File: src/design/pathOram_macros.svh
//------------------------------
// Sizes, widths and codes shared by the DRAM start-up stage
// Include wherever a size or a code is needed
//------------------------------
`ifndef PATHORAM_MACROS_SVH
`define PATHORAM_MACROS_SVH

//------------------------------
// Tree geometry
//------------------------------

// Buckets in the ORAM tree
`define ORAM_N 16
// DDR words per bucket, also the bucket address stride
`define BKT_DDR_WORDS 4

//------------------------------
// DDR port widths
//------------------------------

`define DDR_A_WIDTH 28
`define DDR_D_WIDTH 64
// One mask bit per data byte
`define DDR_M_WIDTH 8
`define DDR_C_WIDTH 3

// Command codes as seen by the memory controller
`define DDR_CMD_WRITE 0
`define DDR_CMD_READ 1

//------------------------------
// Bucket header fields
//------------------------------

`define IV_WIDTH 16
// One valid bit per block slot
`define VALID_BITS 4
// LFSR start value, must not be zero
`define IV_SEED 16'hACE1
// Galois feedback mask for x^16 + x^14 + x^13 + x^11 + 1
`define IV_TAPS 16'hB400

`endif
File: src/design/pathOramPkg.sv
//------------------------------
// Types for the DRAM start-up stage
// Import into any module that carries DDR traffic
//------------------------------
`default_nettype none

`include "pathOram_macros.svh"

package pathOramPkg;

	//------------------------------
	// Plain vectors
	//------------------------------

	// DDR word address
	typedef logic [`DDR_A_WIDTH-1:0] ddrAddr_t;
	// DDR command code
	typedef logic [`DDR_C_WIDTH-1:0] ddrCmd_t;
	// One DDR data word
	typedef logic [`DDR_D_WIDTH-1:0] ddrData_t;
	// Byte mask, a 0 bit writes that byte
	typedef logic [`DDR_M_WIDTH-1:0] ddrMask_t;
	// Bucket index, one bit extra so ORAM_N itself fits
	typedef logic [$clog2(`ORAM_N + 1)-1:0] bktIdx_t;
	// Initialization vector in a bucket header
	typedef logic [`IV_WIDTH-1:0] iv_t;

	//------------------------------
	// Channel payloads
	//------------------------------

	// Command channel, address above code
	typedef struct packed {
		ddrAddr_t addr;
		ddrCmd_t cmd;
	} dramCmd_t;

	// Write-data channel, data above mask
	typedef struct packed {
		ddrData_t data;
		ddrMask_t mask;
	} dramWrite_t;

endpackage

`default_nettype wire

File: src/design/dramInitTop.sv
//------------------------------
// DRAM start-up stage, bucket header init in front of the ORAM backend
// Sits between the backend and the DDR memory controller
//------------------------------
`timescale 1ns/1ps
`default_nettype none

module dramInitTop
	import pathOramPkg::*;
(
	input wire logic clock,
	input wire logic rstN,

	// Backend channels
	input wire dramCmd_t beCmd,
	input wire logic beCmdValid,
	output logic beCmdReady,
	input wire dramWrite_t beWr,
	input wire logic beWrValid,
	output logic beWrReady,

	// DRAM channels
	output dramCmd_t dramCmd,
	output logic dramCmdValid,
	input wire logic dramCmdReady,
	output dramWrite_t dramWr,
	output logic dramWrValid,
	input wire logic dramWrReady,

	// Status
	output logic initDone,
	output logic earlyRequest
);

	//------------------------------
	// Internal wires
	//------------------------------

	ddrData_t header;
	logic headerTaken;

	// Initializer to arbiter
	dramCmd_t initCmd;
	logic initCmdValid;
	logic initCmdReady;
	dramWrite_t initWr;
	logic initWrValid;
	logic initWrReady;

	//------------------------------
	// Blocks
	//------------------------------

	// IV source for each header
	bucketHeaderGen headerGen (
		.clock(clock),
		.rstN(rstN),
		.headerTaken(headerTaken),
		.header(header)
	);

	dramInitializer initializer (
		.clock(clock),
		.rstN(rstN),
		.header(header),
		.headerTaken(headerTaken),
		.cmd(initCmd),
		.cmdValid(initCmdValid),
		.cmdReady(initCmdReady),
		.wrData(initWr),
		.wrValid(initWrValid),
		.wrReady(initWrReady),
		.done(initDone)
	);

	// Hands DRAM to the backend once done
	dramCommandArbiter arbiter (
		.clock(clock),
		.rstN(rstN),
		.done(initDone),
		.initCmd(initCmd),
		.initCmdValid(initCmdValid),
		.initCmdReady(initCmdReady),
		.initWr(initWr),
		.initWrValid(initWrValid),
		.initWrReady(initWrReady),
		.beCmd(beCmd),
		.beCmdValid(beCmdValid),
		.beCmdReady(beCmdReady),
		.beWr(beWr),
		.beWrValid(beWrValid),
		.beWrReady(beWrReady),
		.dramCmd(dramCmd),
		.dramCmdValid(dramCmdValid),
		.dramCmdReady(dramCmdReady),
		.dramWr(dramWr),
		.dramWrValid(dramWrValid),
		.dramWrReady(dramWrReady),
		.earlyRequest(earlyRequest)
	);

endmodule

`default_nettype wire

File: src/design/dramCommandArbiter.sv
//------------------------------
// DRAM port owner select, initializer first, then the ORAM backend
// Purely combinational data paths, no added latency
//------------------------------
`timescale 1ns/1ps
`default_nettype none

module dramCommandArbiter
	import pathOramPkg::*;
(
	input wire logic clock,
	input wire logic rstN,

	// Initialization finished, backend owns DRAM
	input wire logic done,

	// Initializer side
	input wire dramCmd_t initCmd,
	input wire logic initCmdValid,
	output logic initCmdReady,
	input wire dramWrite_t initWr,
	input wire logic initWrValid,
	output logic initWrReady,

	// Backend side
	input wire dramCmd_t beCmd,
	input wire logic beCmdValid,
	output logic beCmdReady,
	input wire dramWrite_t beWr,
	input wire logic beWrValid,
	output logic beWrReady,

	// DRAM side
	output dramCmd_t dramCmd,
	output logic dramCmdValid,
	input wire logic dramCmdReady,
	output dramWrite_t dramWr,
	output logic dramWrValid,
	input wire logic dramWrReady,

	// Backend asked for DRAM too soon
	output logic earlyRequest
);

	// Cycles of backend command valid seen before done
	logic [3:0] earlyCount;

	//------------------------------
	// Port select
	//------------------------------

	// Owner valid and payload go straight to DRAM
	assign dramCmd = done ? beCmd : initCmd;
	assign dramCmdValid = done ? beCmdValid : initCmdValid;
	assign dramWr = done ? beWr : initWr;
	assign dramWrValid = done ? beWrValid : initWrValid;

	// DRAM ready back to the owner only
	assign initCmdReady = ~done & dramCmdReady;
	assign initWrReady = ~done & dramWrReady;
	assign beCmdReady = done & dramCmdReady;
	assign beWrReady = done & dramWrReady;

	//------------------------------
	// Early request monitor
	//------------------------------

	// Saturates at all ones
	always_ff @(posedge clock or negedge rstN) begin
		if (!rstN) begin
			earlyCount <= '0;
		end else if (!done && beCmdValid && earlyCount != '1) begin
			earlyCount <= earlyCount + 4'd1;
		end
	end

	// Sticky, count never falls back to zero
	assign earlyRequest = (earlyCount != '0);

endmodule

`default_nettype wire

File: src/design/dramInitializer.sv
//------------------------------
// Writes a fresh header into every bucket after DDR calibration
// Drives both DRAM channels until done rises
//------------------------------
`timescale 1ns/1ps
`default_nettype none

`include "pathOram_macros.svh"

module dramInitializer
	import pathOramPkg::*;
(
	input wire logic clock,
	input wire logic rstN,

	// Header word for the next bucket
	input wire ddrData_t header,
	// Strobe on each header transfer
	output logic headerTaken,

	// Command channel
	output dramCmd_t cmd,
	output logic cmdValid,
	input wire logic cmdReady,

	// Write-data channel
	output dramWrite_t wrData,
	output logic wrValid,
	input wire logic wrReady,

	// Every bucket written
	output logic done
);

	// First address past the last bucket
	localparam ddrAddr_t EndOfTreeAddr = ddrAddr_t'(`ORAM_N * `BKT_DDR_WORDS);
	localparam ddrAddr_t BucketStride = ddrAddr_t'(`BKT_DDR_WORDS);
	localparam bktIdx_t LastHeader = bktIdx_t'(`ORAM_N);

	// Base address of the next bucket command
	ddrAddr_t cmdAddr;
	ddrAddr_t cmdAddrNext;
	// Header words sent so far
	bktIdx_t wrCount;
	bktIdx_t wrCountNext;

	logic cmdFire;
	logic wrFire;

	//------------------------------
	// Handshakes
	//------------------------------

	// Channels step on their own
	assign cmdFire = cmdValid & cmdReady;
	assign wrFire = wrValid & wrReady;
	assign headerTaken = wrFire;

	// Valid holds until the counter reaches its end
	assign cmdValid = (cmdAddr != EndOfTreeAddr);
	assign wrValid = (wrCount != LastHeader);

	//------------------------------
	// Counters
	//------------------------------

	assign cmdAddrNext = cmdFire ? cmdAddr + BucketStride : cmdAddr;
	assign wrCountNext = wrFire ? wrCount + bktIdx_t'(1) : wrCount;

	// Done registered from next state, so it follows the later final transfer
	always_ff @(posedge clock or negedge rstN) begin
		if (!rstN) begin
			cmdAddr <= '0;
			wrCount <= '0;
			done <= 1'b0;
		end else begin
			cmdAddr <= cmdAddrNext;
			wrCount <= wrCountNext;
			done <= (cmdAddrNext == EndOfTreeAddr) && (wrCountNext == LastHeader);
		end
	end

	//------------------------------
	// Payloads
	//------------------------------

	// Every command is a bucket write
	assign cmd.addr = cmdAddr;
	assign cmd.cmd = ddrCmd_t'(`DDR_CMD_WRITE);

	// Mask of zeros writes all bytes
	assign wrData.data = header;
	assign wrData.mask = '0;

endmodule

`default_nettype wire

File: src/design/bucketHeaderGen.sv
//------------------------------
// Bucket header word source for tree initialization
// Pulse headerTaken once per header consumed
//------------------------------
`timescale 1ns/1ps
`default_nettype none

`include "pathOram_macros.svh"

module bucketHeaderGen
	import pathOramPkg::*;
(
	input wire logic clock,
	input wire logic rstN,
	// Current header accepted downstream
	input wire logic headerTaken,
	output ddrData_t header
);

	// Zero fill below the second IV copy
	localparam int PadWidth = `DDR_D_WIDTH - 2 * `IV_WIDTH - `VALID_BITS;

	// IV of the header now on offer
	iv_t iv;
	// LFSR state after one step
	iv_t ivNext;

	//------------------------------
	// IV LFSR
	//------------------------------

	// Galois form, shift right and fold taps on a one out
	always_comb begin
		if (iv[0]) begin
			ivNext = (iv >> 1) ^ iv_t'(`IV_TAPS);
		end else begin
			ivNext = iv >> 1;
		end
	end

	// Hold while the write channel stalls
	always_ff @(posedge clock or negedge rstN) begin
		if (!rstN) begin
			iv <= iv_t'(`IV_SEED);
		end else if (headerTaken) begin
			iv <= ivNext;
		end
	end

	//------------------------------
	// Header layout
	//------------------------------

	// IV, cleared valid bits, IV copy, zero pad
	assign header = {iv, {`VALID_BITS{1'b0}}, iv, {PadWidth{1'b0}}};

endmodule

`default_nettype wire

File: config.mk
export PLATFORM = sky130hd
export DESIGN_NAME = dramInitTop
export DESIGN_NICKNAME = d
export VERILOG_FILES = /design/src/design/pathOramPkg.sv /design/src/design/dramInitTop.sv /design/src/design/dramCommandArbiter.sv /design/src/design/dramInitializer.sv /design/src/design/bucketHeaderGen.sv
export VERILOG_INCLUDE_DIRS = /design/src /design/src/design
export SDC_FILE = /design/constraint.sdc
export NUM_CORES = 1
export LEC_CHECK = 0
export ABC_CLOCK_PERIOD_IN_PS = 2400
export BUFFER_PORTS_ARGS = -buffer_cell sky130_fd_sc_hd__buf_2
export CORE_MARGIN = 4
export CORE_UTILIZATION = 40
export CTS_CLUSTER_SIZE = 14
export DETAILED_ROUTE_END_ITERATION = 8
export GPL_TIMING_DRIVEN = 0
export PLACE_DENSITY = 0.78
export SLEW_MARGIN = 20
export SYNTH_ARGS = -nofsm -noshare
export SYNTH_HDL_FRONTEND = slang
export SYNTH_SLANG_ARGS = --single-unit
File: constraint.sdc
create_clock -name clock -period 2.4 [get_ports clock]
set_input_delay 0.72 -clock clock [delete_from_list [all_inputs] [get_ports clock]]
set_output_delay 0.72 -clock clock [all_outputs]
set_load 0.01 [all_outputs]
# Yosys cells after proc, flatten, opt, wreduce, memory -nomap -nowiden

Cells that the tools add are included.

Add/sub/neg operators: 3
Multiply operators: 0
Div/mod/pow operators: 0
$lt $le $gt $ge: 0
Eq/ne operators: 5
Shift operators: 0
Muxes and demuxes: 7
Bitwise gates (word level): 8
Reduce and logical (&&, ||, !) cells: 5

Operators with widths:

| cell                    | number |
|---|---|
| $mux W72                | 1 |
| $mux W31                | 1 |
| $add A28 B3 Y28 const B | 1 |
| $eq A28 B7 Y1 const B   | 1 |
| $mux W28                | 1 |
| $ne A28 B7 Y1 const B   | 1 |
| $mux W16                | 1 |
| $and A1 B1 Y1           | 6 |
| $add A5 B1 Y5 const B   | 1 |
| $eq A5 B5 Y1 const B    | 1 |
| $mux W5                 | 1 |
| $ne A5 B5 Y1 const B    | 1 |
| $add A4 B1 Y4 const B   | 1 |
| $ne A4 B4 Y1 const B    | 1 |
| $not A3 Y4              | 1 |
| $reduce_bool A4 Y1      | 1 |
| $logic_and A1 B1 Y1     | 3 |
| $mux W1                 | 2 |
| $logic_not A1 Y1        | 1 |
| $not A1 Y1              | 1 |

Register bits: 54
Bits in latches: 0
Memory bits (writable): 0
Memory bits (read-only): 0
Memories: 0

# Longest topological paths before layout

Gate-level depths: netlist (run 1).

Depth in word-level cells: 6
Depth in mapped cells: 10
Gate-level depth less buffers: 9

# Cells and area by module

A second synthesis (run 1) with hierarchy kept.

Cells, all modules: 530
Area total of the unflattened synthesis: 5263.8 µm²

By module, submodules not included:

| module             | times used | cells an instance | area an instance (µm²) | sequential area each (µm²) |
|---|---|---|---|---|
| dramInitializer    | 1          | 286               | 2597.5                 | 800.8 |
| dramCommandArbiter | 1          | 142               | 1549.0                 | 100.1 |
| bucketHeaderGen    | 1          | 102               | 1117.3                 | 410.4 |

# Worst setup path after synthesis (run 1)

OpenSTA, ideal clock, no wires.

Path type: input to register
From: input dramCmdReady
To: register initializer.done
Library setup time: 0.068 ns
Arrival: 2.382 ns
Path slack: -0.051 ns
Stages: 7
Path through: nand4_1 nor4_4 nand3_1 xnor2_1 or3_1 a2111oi_2 and4b_1

Cells in the longest elaborated chain, start to end: 5

RTL lines:

| what                                  | line                     | source |
|---|---|---|
| start, declared                       | dramInitTop.sv:25        | `input wire logic dramCmdReady,` |
| $and A1 B1 Y1                         | dramCommandArbiter.sv:59 | `assign initCmdReady = ~done & dramCmdReady;` |
| $and A1 B1 Y1                         | dramInitializer.sv:55    | `assign cmdFire = cmdValid & cmdReady;` |
| $mux W28                              | dramInitializer.sv:67    | `assign cmdAddrNext = cmdFire ? cmdAddr + BucketStride : cmdAddr;` |
| named net initializer.cmdAddrNext[15] | dramInitializer.sv:42    | `ddrAddr_t cmdAddrNext;` |
| $eq A28 B7 Y1                         | dramInitializer.sv:79    | `done <= (cmdAddrNext == EndOfTreeAddr) && (wrCountNext == LastHeader);` |
| $logic_and A1 B1 Y1                   | dramInitializer.sv:79    |  |
| end signal, assigned                  | dramInitializer.sv:79    |  |
| end, declared                         | dramInitializer.sv:32    | `output logic done` |

The timed path passes the listed nets, and every way through them passes these cells.
A chain may end at the register's enable or synchronous reset.

# Worst setup path after layout (run 1)

From: register initializer.cmdAddr[16]
To: output dramCmdValid

Cells in the longest elaborated chain, start to end: 2

RTL lines:

| what                   | line                     | source |
|---|---|---|
| start, declared        | dramInitializer.sv:41    | `ddrAddr_t cmdAddr;` |
| start signal, assigned | dramInitializer.sv:77    | `cmdAddr <= cmdAddrNext;` |
| $ne A28 B7 Y1          | dramInitializer.sv:60    | `assign cmdValid = (cmdAddr != EndOfTreeAddr);` |
| $mux W1                | dramCommandArbiter.sv:54 | `assign dramCmdValid = done ? beCmdValid : initCmdValid;` |
| end, declared          | dramInitTop.sv:24        | `output logic dramCmdValid,` |

Every way passes these cells.

==> qor.yml, run 1 <==
floorplanning:
  die_w_um: 105
  num_rows: 35
  core_sq_um: 9200
  starting_density_of_the_core: 0.410
  die_h_um: 105
  number_of_placed_i_o_pins: 218
  die_ar_sq_um: 11000
setup_path:
  critPathArrivalTime_ns: 1.94
  crit_path_end_kind: "output pin"
  worst-path-max-fanout: 2
  crit_type: "reg -> out"
  timing.critical_path.required_ns: 1.68
  critical_path.startpoint_type: "flip-flop"
route:
  drt_pass_1_iters: 4
  drt_antenna_net_count: 0
  totalWireLength_um: 13800
  post_drt_via_cell_ratio: 5.17
  post-route-drc-count: 0
  routed_wire_per_std_cell_um: 17.2
  vias: 4157
  drt_first_iter_violations: 258
job:
  timing.max_cap.violations: 0
cells_and_area:
  post-route-cell-area_sq_um: 5480
  mostFrequentLayoutCell: "sky130_fd_sc_hd__buf_2"
  share_of_final_layout_standard_cells_stronger_than_drive_strength_1: 0.494
  finalNetCount: 807
  layout_common_cells: "sky130_fd_sc_hd__buf_2, sky130_fd_sc_hd__nand2_1, sky130_fd_sc_hd__and2_1, sky130_fd_sc_hd__mux2_2, sky130_fd_sc_hd__dfrtp_1"
  n_fill_cell: 803
  antennaDiodeCount: 0
  layout_area_overhead_pct: 45.3
placed_design:
  buffer_ports.inserted: 217
  place.detailed.hpwl_um: 10700
  dpl_cell_area_sq_um: 5000
  place_congestion: 0.909
sta:
  setup_ws_ns: -0.256
  finClkSkew_ns: 0.0167
  holdWs_ns: 0.418
  max_freq_mhz: 376
  finalMaxSlewViolations: 0
  setup_tns_ns: -0.453
  timing.slew.headroom: 0.480
  worst_pin_slew_ns: 0.773
  unrepaired_setup_endpoints_after_global_routing: "true"
  setup_viol_count_final: 2
  timing_hold_violations_final: 0
  period_needed_ns: 2.66
  layout_worst_path_cycle_share: 1.11
logic_synthesis:
  synth.area.top_cells: "sky130_fd_sc_hd__dfrtp_1, sky130_fd_sc_hd__mux2_2, sky130_fd_sc_hd__nand2_1"
  ys_warn_count: 0
  synthesis.instances: 449
  synth_enable_flop_cells: 0
  postSynth.topFlopCell: "sky130_fd_sc_hd__dfrtp_1"
  asyncSetResetFlopFracSynth: 1.00
  synth.largest_area_cell: "sky130_fd_sc_hd__dfrtp_1"
  synth_seq_area_share: 0.348
  yosys.cell_types.count: 49
  ys_ff_latch: 52
  synth_largest_type_area_fraction: 0.292
  post_synth_instance_area_sq_um: 3770
  synth_nets: 564
  postSynthAreaPerCell_sq_um: 8.40
power:
  highest_ir_drop_seen_on_vdd_v: 0.000555
  power.sequential.fraction: 0.369
  power.combinational.fraction: 0.489
  leakage_nw: 2.90
  intPower_mw: 2.33
  netSwitchingFraction: 0.404
  net-switching-power_mw: 1.57
  power.density_nw_per_um2: 711
  power.clock.fraction: 0.143
grt:
  grt_start_max_net_pins: 53
  grt_overflow_total: 0
  grt_pass1_vias: 4127
  globalRouteTotalUtil: 0.237
  initial_antenna_violation_count: 0
  grt_pass1_wl_um: 21000
clock_network:
  cts.root.buffer_cell: "sky130_fd_sc_hd__clkbuf_8"
  cts-root-to-sink-buffers: 2
  cts_tree: "done"
  clock_insertion_delay_worst_skew_ns: 0.32
  cts_sinks: 52
  htreeDepth: 2
  cts_buffers: 5
  clk_pin_slew_worst_paths_ns: 0.12
status:
  outcome: "complete, but fails checks"
  violations_in_the_final_reports: "negative setup slack"
min_path:
  holdCritPathClass: "in -> async"
## through the flow
step,total power [mW],worst slack (ns),util,std cells
after floorplan,2.51,0.0258,-,449
after global placement,3.13,-0.509,0.543,777
after detailed placement,3.20,-0.544,0.543,777
after CTS,3.84,-0.220,0.584,798
after global routing,4.18,-0.317,0.596,804
final,3.90,-0.256,0.596,804
## synth_stat cells, drive strengths merged, types with 3 or more instances
cell and n:
xor2 12, or3 3, nor4 6, clkbuf 26, a21oi 4, and4 3
o21ai 11, mux2 38, dfrtp 44, ha 6, nand3 16, buf 6
and2 51, xnor2 28, dfstp 8, and3 5, nand2 105, nor2 21
nor3b 3, inv 8, nand4 13, nor3 6
## cell type report
type | count | area (sq um) | area share
clock inverters | 3 | 28.8 | 0.00525
clock buffers | 5 | 68.8 | 0.0126
flip-flops and latches | 52 | 1320 | 0.241
plain buffers | 26 | 179 | 0.0326
repair buffers | 242 | 1300 | 0.237
well taps | 111 | 139 | 0.0253
inverters | 9 | 37.5 | 0.00685
multi-input cells | 356 | 2410 | 0.439
## cells by family (layout without fill, tap and decap cells)
group	after synthesis	in the layout	synth area share
DFF	52	52	0.348
xor gates and xnor gates	40	40	0.0929
muxes	40	40	0.119
buffers and inverters	41	285	0.0441
adders and majority gates	6	6	0.0199
AOI/OAI and AO/OA	25	25	0.0448
and+or+nand+nor	245	245	0.332
## final timing paths
path                                                         from                                end  slack (ns)  cells past startpoint
worst max-delay path            initializer.cmdAddr[16]$_DFF_PN0_                       dramCmdValid       -0.26                      5
min in group clock              arbiter.earlyCount[3]$_DFFE_PN0P_  arbiter.earlyCount[3]$_DFFE_PN0P_        0.51                      1
worst min register to register  arbiter.earlyCount[3]$_DFFE_PN0P_  arbiter.earlyCount[3]$_DFFE_PN0P_        0.51                      1
worst max register to register   initializer.wrCount[0]$_DFF_PN0_         initializer.done$_DFF_PN0_       -0.20                     10
worst min-delay path                                         rstN   initializer.wrCount[4]$_DFF_PN0_        0.42                      1
max in group asynchronous                                    rstN  initializer.cmdAddr[18]$_DFF_PN0_        1.49                      1
## flip-flops by register name (all words and copies together), names as in the netlist
register,cells
initializer.done,1
initializer.cmdAddr,26
headerGen.iv,16
initializer.wrCount,5
arbiter.earlyCount,4
## per-layer routing
| metal | track usage | wire, um |
|---|---|---|
| met5 | 0 | 0 |
| met4 | 0.0881 | 412 |
| met3 | 0.0457 | 909 |
| met2 | 0.440 | 7290 |
| met1 | 0.267 | 5190 |
## worst max-delay path, stage by stage, from the launching register on
cell and delay, ns:
sky130_fd_sc_hd__dfrtp_2 0.44, sky130_fd_sc_hd__nor4_4 0.26, sky130_fd_sc_hd__nand4_1 0.18, sky130_fd_sc_hd__nand4b_1 0.28, sky130_fd_sc_hd__mux2_4 0.32, sky130_fd_sc_hd__buf_6 0.12
## power groups by stage
stage	Combinational [mW]	Clock, mW	Sequential, mW
2_1_floorplan	1.12	0	1.40
3_3_place_gp	1.69	0	1.44
3_5_place_dp	1.74	0	1.46
4_1_cts	1.85	0.561	1.43
5_1_grt	2.10	0.607	1.47
6_report	1.91	0.556	1.44
## what timing repair did
| item | 4_1_cts | 5_1_grt |
|---|---|---|
| pin swaps | 8 | 8 |
| gates cloned | 0 | 0 |
| hold buffers | 0 | 0 |
| resized for setup | 47 | 24 |
| setup buffers | 19 | 6 |
| endpoints found under the setup margin | 111 | 65 |
No activity file was read; power rests on OpenSTA's default activity.
==> run 2, diff against run 1 <==
CELL_PAD_IN_SITES_DETAIL_PLACEMENT = 1   (was not set)
CELL_PAD_IN_SITES_GLOBAL_PLACEMENT = 1   (was not set)
CORE_UTILIZATION = 28   (was 40)
PLACE_DENSITY = 0.79   (was 0.78)
==> run 2 against run 1 <==
Against the previous run: the flow still finishes with violations (negative setup slack); hold slack better by 0.051 ns; via count rose by 1.6%; power rose by 10%; non-clock buffer count up 4; clock-buffer cell count rose by 1; clock skew down 0.0092 ns; largest power group unchanged.
==> qor.yml, run 2 (synthesis gave the netlist of run 1 again) <==
placed_design:
  pre_cts_setup_slack_ns: -0.752
  place_congestion: 0.825
  dpl_cell_area_sq_um: 5080
  buffer_ports.inserted: 217
  place.detailed.hpwl_um: 11800
sta:
  max_freq_mhz: 368
  timing.slew.headroom: 0.526
  setup_ws_ns: -0.319
  finClkSkew_ns: 0.00746
  setup_tns_ns: -0.533
  timing_hold_violations_final: 0
  setup_viol_count_final: 2
  unrepaired_setup_endpoints_after_global_routing: "true"
  layout_worst_path_cycle_share: 1.13
  worst_pin_slew_ns: 0.705
  finalMaxSlewViolations: 0
  period_needed_ns: 2.72
setup_path:
  cp_cell_sequence: "buf_6 -> buf_6 -> nand4_1 -> nor4_4 -> nand3_2 -> xnor2_2 -> or3_4 -> a2111oi_4 -> and4b_1"
  worst-path-max-fanout: 3
  critical_path.startpoint_type: "flip-flop"
  critPathTopFamily: "simple AND/OR/NAND/NOR gates"
  critPathArrivalTime_ns: 2.94
  regToRegSetupSlack_ns: -0.32
  timing.critical_path.required_ns: 2.62
  crit_buf_inv: 2
  crit_path_end_kind: "flip-flop"
  cpMaxStageDelayCell: "sky130_fd_sc_hd__nor4_4"
  worst_path_most_repeated_cell: "sky130_fd_sc_hd__buf_6"
  slowest_delay_ns: 0.47
  crit_type: "reg -> reg"
cells_and_area:
  layout_area_overhead_pct: 51.6
  layout_common_cells: "sky130_fd_sc_hd__buf_2, sky130_fd_sc_hd__nand2_1, sky130_fd_sc_hd__and2_1, sky130_fd_sc_hd__mux2_2, sky130_fd_sc_hd__buf_4"
  largest_register_ffs: 26
  post-route-cell-area_sq_um: 5720
  antennaDiodeCount: 0
  finalNetCount: 811
  mostFrequentLayoutCell: "sky130_fd_sc_hd__buf_2"
  largest_register: "initializer.cmdAddr"
  final_core_util: 0.432
  reg_top3: "initializer.cmdAddr (26), headerGen.iv (16), initializer.wrCount (5)"
  share_of_final_layout_standard_cells_stronger_than_drive_strength_1: 0.512
route:
  routed_wire_per_std_cell_um: 17.9
  drt_pass_1_iters: 4
  drt_first_iter_violations: 136
  drt_antenna_net_count: 0
  vias: 4224
  post-route-drc-count: 0
  post_drt_via_cell_ratio: 4.84
  totalWireLength_um: 15600
job:
  timing.max_cap.violations: 0
clock_network:
  clk_pin_slew_worst_paths_ns: 0.07
  cts_hold_repair.buffers: 0
  cts_tree: "done"
  cts_sinks: 52
  cts-root-to-sink-buffers: 2
  cts_buffers: 5
  htreeDepth: 2
  cts.root.buffer_cell: "sky130_fd_sc_hd__clkbuf_16"
  clock_insertion_delay_worst_skew_ns: 0.29
grt:
  grt_pass1_vias: 4389
  globalRouteTotalUtil: 0.188
  initial_antenna_violation_count: 0
  grt_pass1_wl_um: 22700
  grt_overflow_total: 0
  grt_start_max_net_pins: 53
floorplanning:
  die_ar_sq_um: 15400
  number_of_placed_i_o_pins: 218
  core_sq_um: 13200
  die_h_um: 124
  die_w_um: 124
  num_rows: 42
  starting_density_of_the_core: 0.285
status:
  violations_in_the_final_reports: "negative setup slack"
  outcome: "complete, but fails checks"
power:
  power.total_mw: 4.30
  leakage_nw: 2.96
  highest_ir_drop_seen_on_vdd_v: 0.000363
  power.density_nw_per_um2: 752
min_path:
  holdCritPathClass: "in -> async"
[run 2: cell types whose count changed in the layout (fill, tap and decap cells not counted), sizes merged]
cell	delta
clkinv	+2
clkbuf	+1
inv	-3
buf	+4
[run 2: through the flow]
stage               hold WS (ns)  cells
floorplan                  0.424    449
global route               0.520    873
CTS                        0.485    868
global placement           0.483    842
finish                     0.470    873
detailed placement         0.507    842
[run 2: repair_timing]
| action | CTS | global route |
|---|---|---|
| resized for setup | 55 | 29 |
| setup endpoints to repair | 111 | 47 |
| endpoints found under the hold margin | 0 | 0 |
| buffers inserted | 28 | 6 |
| pin swaps | 10 | 10 |
[run 2: per-layer routing]
layer | share of wire | vias to the layer above | GRT usage
met3 | 0.071 | 14 | 0.0254
met1 | 0.39 | 2059 | 0.222
li1 | - | 1990 | -
met4 | 0.011 | 0 | 0.0383
met5 | 0 | - | 0
met2 | 0.53 | 161 | 0.358
[run 2: worst paths after layout]
kind | startpoint | endpoint | cells after the start
max | initializer.cmdAddr[2]$_DFF_PN0_ | initializer.done$_DFF_PN0_ | 9
min | rstN | headerGen.iv[14]$_DFFE_PN0P_ | 1
max reg2reg | initializer.cmdAddr[2]$_DFF_PN0_ | initializer.done$_DFF_PN0_ | 9
min reg2reg | arbiter.earlyCount[3]$_DFFE_PN0P_ | arbiter.earlyCount[3]$_DFFE_PN0P_ | 1
max in group asynchronous | rstN | initializer.cmdAddr[15]$_DFF_PN0_ | 1
min in group clock | arbiter.earlyCount[3]$_DFFE_PN0P_ | arbiter.earlyCount[3]$_DFFE_PN0P_ | 1
[run 2: cell type report]
cell class	count	area (sq um)
clock inverters	2	16.3
multi-input cells	356	2480
well taps	176	220
plain buffers	23	156
inverters	9	35.0
clock buffers	6	129
fillers	1623	7520
flip-flops and latches	52	1330
repair buffers	249	1360
[run 2: power breakdown]
part | total, mW | switching (mW) | internal [mW]
logic | 2.11 | 1.08 | 1.03
registers | 1.46 | 0.266 | 1.20
clock network | 0.726 | 0.336 | 0.390
total | 4.30 | 1.68 | 2.62
